$ cat src/rtl/flash_pkg.sv
`default_nettype none

package flash_pkg;

    localparam int WORD_W       = 32;
    localparam int HALF_W       = 16;
    localparam int WORD_ADDR_W  = 21;
    localparam int FLASH_ADDR_W = WORD_ADDR_W + 1; // extra bit picks the half.

    typedef logic [WORD_W-1:0]       word_t;
    typedef logic [HALF_W-1:0]       half_t;
    typedef logic [WORD_ADDR_W-1:0]  word_addr_t;
    typedef logic [FLASH_ADDR_W-1:0] flash_addr_t;

    // puts the flash back into read-array mode.
    localparam half_t FLASH_CMD_READ_ARRAY = 16'h00FF;

    // access time of the part is about 75 ns, so 4 cycles of a 25 MHz clock is safe.
    localparam int DEFAULT_WAIT_CYCLES = 4;

endpackage

`default_nettype wire

$ cat src/rtl/bus_if.sv
`default_nettype none

interface bus_if
    import flash_pkg::*;
();

    logic       read;    // level, held until done.
    word_addr_t address;
    word_t      data_rd;
    logic       done;    // one-cycle pulse.

    modport master (
        output read,
        output address,
        input  data_rd,
        input  done
    );

    modport slave (
        input  read,
        input  address,
        output data_rd,
        output done
    );

endinterface

`default_nettype wire

$ cat src/rtl/bus_arbiter.sv
`default_nettype none

module bus_arbiter (
    input  logic  clk,
    input  logic  rst,
    bus_if.slave  port0,
    bus_if.slave  port1,
    bus_if.master ctrl
);

    typedef enum logic {
        st_idle,
        st_owned
    } state_t;

    state_t state;
    logic   owner;        // 0 is port0, 1 is port1.
    logic   last_served;
    logic   any_request;
    logic   grant;
    logic   owned;

    assign any_request = port0.read || port1.read;

    // round-robin pick, only looked at in idle.
    always_comb begin
        if (port0.read && port1.read) begin
            grant = ~last_served;
        end else begin
            grant = port1.read;
        end
    end

    always_ff @(posedge clk or posedge rst) begin
        if (rst) begin
            state       <= st_idle;
            owner       <= 1'b0;
            last_served <= 1'b0; // so port1 wins the first contest.
        end else begin
            case (state)
                st_idle: begin
                    if (any_request) begin
                        owner       <= grant;
                        last_served <= grant;
                        state       <= st_owned;
                    end
                end

                st_owned: begin
                    if (ctrl.done) begin
                        state <= st_idle;
                    end
                end

                default: state <= st_idle;
            endcase
        end
    end

    assign owned = (state == st_owned);

    // forward the owner's request.
    assign ctrl.read    = owned && (owner ? port1.read : port0.read);
    assign ctrl.address = owner ? port1.address : port0.address;

    // data goes to both; only the owner's done qualifies it.
    assign port0.data_rd = ctrl.data_rd;
    assign port1.data_rd = ctrl.data_rd;
    assign port0.done    = owned && !owner && ctrl.done;
    assign port1.done    = owned && owner && ctrl.done;

endmodule

`default_nettype wire

$ cat src/rtl/flash_controller.sv
`default_nettype none

module flash_controller
    import flash_pkg::*;
#(
    parameter int WAIT_CYCLES = DEFAULT_WAIT_CYCLES
) (
    input  logic        clk,
    input  logic        rst,
    bus_if.slave        bus,
    output logic        flash_ce_n,
    output logic        flash_oe_n,
    output logic        flash_we_n,
    output flash_addr_t flash_address,
    output half_t       flash_dq_out,
    output logic        flash_dq_oe,
    input  half_t       flash_dq_in
);

    localparam int CNT_W = $clog2(WAIT_CYCLES);
    localparam logic [CNT_W-1:0] LAST_CNT = CNT_W'(WAIT_CYCLES - 1);

    typedef enum logic [2:0] {
        st_reset,
        st_cmd,
        st_idle,
        st_low,
        st_high
    } state_t;

    state_t           state;
    logic [CNT_W-1:0] wait_cnt;
    logic             last_wait;
    logic             done_q;
    word_t            data_q;

    assign last_wait = (wait_cnt == LAST_CNT);

    // the only value ever written to the flash.
    assign flash_dq_out = FLASH_CMD_READ_ARRAY;

    assign bus.data_rd = data_q;
    assign bus.done    = done_q;

    always_ff @(posedge clk or posedge rst) begin
        if (rst) begin
            state         <= st_reset;
            wait_cnt      <= '0;
            flash_ce_n    <= 1'b1;
            flash_oe_n    <= 1'b1;
            flash_we_n    <= 1'b1;
            flash_dq_oe   <= 1'b0;
            flash_address <= '0;
            done_q        <= 1'b0;
        end else begin
            done_q <= 1'b0;
            case (state)
                // write read-array at address 0.
                st_reset: begin
                    flash_ce_n    <= 1'b0;
                    flash_we_n    <= 1'b0;
                    flash_dq_oe   <= 1'b1;
                    flash_address <= '0;
                    wait_cnt      <= '0;
                    state         <= st_cmd;
                end

                st_cmd: begin
                    if (last_wait) begin
                        flash_ce_n  <= 1'b1;
                        flash_we_n  <= 1'b1;
                        flash_dq_oe <= 1'b0;
                        state       <= st_idle;
                    end else begin
                        wait_cnt <= wait_cnt + 1'b1;
                    end
                end

                st_idle: begin
                    // read is still high in the done cycle; do not take it twice.
                    if (bus.read && !done_q) begin
                        flash_ce_n    <= 1'b0;
                        flash_oe_n    <= 1'b0;
                        flash_address <= {bus.address, 1'b0};
                        wait_cnt      <= '0;
                        state         <= st_low;
                    end
                end

                st_low: begin
                    if (last_wait) begin
                        flash_address <= {bus.address, 1'b1};
                        wait_cnt      <= '0;
                        state         <= st_high;
                    end else begin
                        wait_cnt <= wait_cnt + 1'b1;
                    end
                end

                st_high: begin
                    if (last_wait) begin
                        flash_ce_n <= 1'b1;
                        flash_oe_n <= 1'b1;
                        done_q     <= 1'b1;
                        state      <= st_idle;
                    end else begin
                        wait_cnt <= wait_cnt + 1'b1;
                    end
                end

                default: state <= st_reset;
            endcase
        end
    end

    // sample each half at the end of its wait.
    always_ff @(posedge clk) begin
        if (last_wait && state == st_low) begin
            data_q[15:0] <= flash_dq_in;
        end
        if (last_wait && state == st_high) begin
            data_q[31:16] <= flash_dq_in;
        end
    end

endmodule

`default_nettype wire

$ cat src/rtl/flash_subsystem.sv
`default_nettype none

module flash_subsystem
    import flash_pkg::*;
#(
    parameter int WAIT_CYCLES = DEFAULT_WAIT_CYCLES
) (
    input  logic        clk,
    input  logic        rst,
    input  logic        fetch_read,
    input  word_addr_t  fetch_address,
    output word_t       fetch_data,
    output logic        fetch_done,
    input  logic        mem_read,
    input  word_addr_t  mem_address,
    output word_t       mem_data,
    output logic        mem_done,
    output logic        flash_ce_n,
    output logic        flash_oe_n,
    output logic        flash_we_n,
    output flash_addr_t flash_address,
    output half_t       flash_dq_out,
    output logic        flash_dq_oe,
    input  half_t       flash_dq_in
);

    bus_if fetch_bus ();
    bus_if mem_bus ();
    bus_if ctrl_bus ();

    assign fetch_bus.read    = fetch_read;
    assign fetch_bus.address = fetch_address;
    assign fetch_data        = fetch_bus.data_rd;
    assign fetch_done        = fetch_bus.done;

    assign mem_bus.read      = mem_read;
    assign mem_bus.address   = mem_address;
    assign mem_data          = mem_bus.data_rd;
    assign mem_done          = mem_bus.done;

    bus_arbiter u_arbiter (
        .clk   (clk),
        .rst   (rst),
        .port0 (fetch_bus.slave),
        .port1 (mem_bus.slave),
        .ctrl  (ctrl_bus.master)
    );

    flash_controller #(
        .WAIT_CYCLES (WAIT_CYCLES)
    ) u_controller (
        .clk           (clk),
        .rst           (rst),
        .bus           (ctrl_bus.slave),
        .flash_ce_n    (flash_ce_n),
        .flash_oe_n    (flash_oe_n),
        .flash_we_n    (flash_we_n),
        .flash_address (flash_address),
        .flash_dq_out  (flash_dq_out),
        .flash_dq_oe   (flash_dq_oe),
        .flash_dq_in   (flash_dq_in)
    );

endmodule

`default_nettype wire

$ cat config.mk
export PLATFORM = sky130hd
export DESIGN_NAME = flash_subsystem
export DESIGN_NICKNAME = d
export VERILOG_FILES = /design/src/rtl/flash_pkg.sv /design/src/rtl/bus_if.sv /design/src/rtl/bus_arbiter.sv /design/src/rtl/flash_controller.sv /design/src/rtl/flash_subsystem.sv
export SDC_FILE = /design/constraint.sdc
export NUM_CORES = 1
export LEC_CHECK = 0
export BUFFER_PORTS_ARGS = -buffer_cell sky130_fd_sc_hd__buf_2
export CELL_PAD_IN_SITES_DETAIL_PLACEMENT = 0
export CELL_PAD_IN_SITES_GLOBAL_PLACEMENT = 1
export CORE_MARGIN = 1
export CORE_UTILIZATION = 31
export CTS_CLUSTER_SIZE = 16
export DETAILED_ROUTE_END_ITERATION = 12
export GPL_TIMING_DRIVEN = 0
export PLACE_DENSITY_LB_ADDON = 0.1
export SLEW_MARGIN = 20
export SYNTH_ARGS = -nofsm -noshare
export SYNTH_HDL_FRONTEND = slang
export SYNTH_HIERARCHICAL = 1
export SYNTH_SLANG_ARGS = --single-unit
export TNS_END_PERCENT = 10
$ cat constraint.sdc
create_clock -name clk -period 2.45 [get_ports clk]
set_clock_uncertainty 0.1 [all_clocks]
set_input_delay 0.3675 -clock clk [delete_from_list [all_inputs] [get_ports clk]]
set_output_delay 0.3675 -clock clk [all_outputs]
set_load 0.03 [all_outputs]
==> flow_summary_export.csv <==
group,metric,value,unit
timing,slew_viol_final,0,
global_route,grt_pass1_vias,2257,
logic_synthesis,synth_area,0.00336,sq mm
logic_synthesis,synth_xor_area_share,0,%
placement,dp_hpwl,5430,um
layout,fin_nets,508,
timing,worst_slew_pin_slew,0.667,ns
die,die_w,106,um
die,io_pins,170,
power_and_ir_drop,swShare,36.9,%
drt,drt_iter0_drc,57,
drt,dr_total_vias,2367,
clock_network,cts_tree,"yes",
clock_network,cts_root_buffer,"clkbuf_8",
die,fp.dieH,106,um
power_and_ir_drop,p_seq_share,36.2,%
logic_synthesis,synth.avg_cell_area,12.8,sq um
layout,syn_to_final_growth,37.0,%
timing,fin_crit,2.06,ns
drt,first_pass_iters,4,
critical_path,cp-start-kind,"register",
timing,fin_crit_sh,84.0,%
logic_synthesis,ys_top_cells_by_area,"edfxtp_1 (29%), dfrtp_1 (23%), buf_4 (18%)",
clock_network,numCtsBuffers,9,
timing,setup_violations,0,
worst_hold_path,hp-class,"primary input to register",
power_and_ir_drop,pwr-share-comb,41.1,%
critical_path,arrival,2.00,ns
placement,gp_congestion,0.725,
logic_synthesis,synthMuxAreaShare,9.77,%
timing,relSlewSlack,55.4,%
clock_network,clock-sinks,66,
die,rows,37,
global_route,grt_pass1_wl,11500,um
power_and_ir_drop,p_int,2.70,mW
power_and_ir_drop,leakage,2.33,nW
placement,io_buffers,153,
drt,wl_met2,3110,um
clock_network,clkTransAtPathRegs,0.08,ns
logic_synthesis,synth_top_family_by_area,"buffers and inverters",
logic_synthesis,syn_inst,263,
logic_synthesis,async_flop_share,51.5,%
power_and_ir_drop,power_density,930,mW/mm^2
clock_network,worstSkewPairLatency,0.33,ns
critical_path,endpoint_kind,"register",
logic_synthesis,synth-compound-area-share,10.3,%
die,initial_utilization,32.2,%
power_and_ir_drop,switchingPower,1.58,mW
logic_synthesis,synth-seq-cells,66,
clock_network,cts_setup_buffers,0,
logic_synthesis,synth_cell_types,38,
logic_synthesis,post-synth-top-area-fraction,28.6,%
logic_synthesis,ys_dominant_reg_cell,"edfxtp_1",
clock_network,htree_levels,3,
timing,hold_viol,0,
timing,rsz0062_at_grt,"no",
drt,met3_length,608,um
run,cap_viol_max_count,0,
layout,antenna_cells,0,
drt,top_layer_used,"met4",
logic_synthesis,synth_edf_count,32,
logic_synthesis,yosysSeqAreaShare,54.1,%
critical_path,r2r_slack,0.39,ns
clock_network,cts_resized,0,
critical_path,crit_type,"register to register",
drt,drt-met1-wl,3210,um
power_and_ir_drop,pwr-share-clk,22.7,%
global_route,grt_max_degree,33,
placement,detailedPlace.worstSlack,0.408,ns
drt,ant_nets,0,
critical_path,path_max_fanout,10,
drt,routedWlPerCell,12.0,um
timing,fmax,486,MHz
drt,via_per_inst,4.04,
clock_network,clockBufferDepth,2,
logic_synthesis,synth-simple-area-share,4.10,%
logic_synthesis,yosys.area.top_type,"edfxtp_1",
run_status,outcome,"completed",
drt,wirelength,7020,um
logic_synthesis,ys_warn_count,6,
die,fp.coreArea,0.0104,sq mm
global_route,grt_usage,13.1,%
global_route,grt_remaining_overflow,0,
drt,drc,0,
timing,timing.hold.ws,0.120,ns
die,dieArea,0.0112,sq mm
critical_path,crit_required,2.39,ns
global_route,antenna_found_initial,0,
logic_synthesis,synthAdderAreaFrac,0.373,%
power_and_ir_drop,irDropWorstVdd,0.000448,V
layout,drive_above_1_share,64.2,%
timing,worst_slack,0.392,ns
[state kept, by name, summed over array words and instances, names as in the netlist]
signal                      flops
u_arbiter/owned                 1
u_arbiter/owner                 1
u_controller/bus.data_rd       32
u_controller/bus.done           1
u_controller/flash_address     22
u_controller/flash_ce_n         1
u_controller/flash_dq_oe        1
u_controller/flash_oe_n         1
u_controller/flash_we_n         1
u_controller/state              3
u_controller/wait_cnt           2
[area by class of cell]
| class | instances | area [sq um] |
|---|---|---|
| multi-input cells | 113 | 892 |
| fillers | 1027 | 5820 |
| well taps | 136 | 170 |
| flip-flops and latches | 66 | 1820 |
| plain buffers | 92 | 686 |
| inverters | 6 | 22.5 |
| clock buffers | 10 | 128 |
| repair buffers | 157 | 802 |
| clock inverters | 6 | 81.3 |
[timing repair]
item                                   4_1_cts  5_1_grt
setup endpoints to repair                    0        0
hold buffers                                 1        0
endpoints found under the hold margin        2        0
[power groups by stage]
stage | Combinational (mW) | Sequential [mW] | Clock [mW]
floorplan | 1.04 | 1.84 | 0
global placement | 1.75 | 1.57 | 0
detailed placement | 1.78 | 1.57 | 0
CTS | 1.77 | 1.55 | 1.02
global route | 1.91 | 1.58 | 1.06
finish | 1.76 | 1.55 | 0.971
[Yosys cell counts (2+ instances only)]
| cell type | n |
|---|---|
| buf_4 | 80 |
| edfxtp_1 | 32 |
| dfrtp_1 | 31 |
| a22o_1 | 21 |
| mux2_4 | 16 |
| buf_2 | 7 |
| nor2_1 | 7 |
| a21oi_1 | 6 |
| nand2_1 | 6 |
| inv_1 | 5 |
| mux2_2 | 5 |
| o21ai_0 | 5 |
| nand2b_1 | 4 |
| nor2b_1 | 4 |
| dfstp_2 | 3 |
| a21o_1 | 2 |
| buf_6 | 2 |
| clkbuf_1 | 2 |
| conb_1 | 2 |
| mux2i_1 | 2 |
| nor3b_1 | 2 |
| o21a_1 | 2 |
| o31ai_1 | 2 |
[kinds of logic (layout without fill, tap and decap cells)]
kind of cell / Yosys count / in the layout
flip-flops: 66 / 66
other: 2 / 16
AND/OR/NAND/NOR: 26 / 26
multiplexers: 24 / 24
adder cells (fa/ha/maj): 1 / 1
AO/OA/AOI/OAI: 46 / 46
buffers and inverters: 98 / 271
[cells in the final DEF (no fill, tap or decap), types with 3 or more instances in the layout]
cell,n
dfrtp_1,31
clkbuf_8,9
mux2_2,5
buf_2,160
nand2_1,6
nor2_1,6
clkbuf_1,3
a21oi_1,6
nor2b_1,4
edfxtp_1,32
mux2_4,16
inv_1,4
o21ai_0,5
a22o_1,21
buf_6,3
nand2b_1,4
conb_1,16
dfstp_2,3
buf_4,82
[worst max-delay path, stage by stage, from the launching register on]
cell and delay, ns:
dfrtp_1 0.37, ha_1 0.15, buf_2 0.20, nand2_1 0.10
nor3_2 0.39, buf_4 0.25, buf_4 0.20
[worst paths after layout]
kind / end / from / cells past startpoint
setup / recovery: u_controller/bus.data_rd[19] / u_controller/wait_cnt[0] / 6
hold / removal: u_controller/bus.data_rd[24] / flash_dq_in[8] / 1
setup reg to reg: u_controller/bus.data_rd[19] / u_controller/wait_cnt[0] / 6
hold reg to reg: u_controller/flash_dq_oe / u_controller/flash_dq_oe / 2
max in group asynchronous: u_controller/state[2] / rst / 3
min in group asynchronous: u_arbiter/owner / rst / 3
[layer usage]
| layer | GRT usage, % | vias to the layer above |
|---|---|---|
| li1 | - | 1187 |
| met1 | 17.0 | 1046 |
| met5 | 0 | - |
| met3 | 4.54 | 6 |
| met4 | 5.16 | 0 |
| met2 | 20.2 | 128 |
[metrics by stage]
stage / instances / setup TNS, ns / cell area (sq um) / utilization [%] / total power [mW]
after floorplan: 277 / 0 / 3410 / - / 2.88
after global placement: 566 / -18.65 / 4340 / 41.7 / 3.32
after detailed placement: 569 / 0 / 4380 / 42.0 / 3.35
after CTS: 586 / 0 / 4600 / 44.1 / 4.34
after global routing: 586 / 0 / 4600 / 44.1 / 4.56
final: 586 / 0 / 4600 / 44.1 / 4.28
No activity file was read; power rests on OpenSTA's default activity.
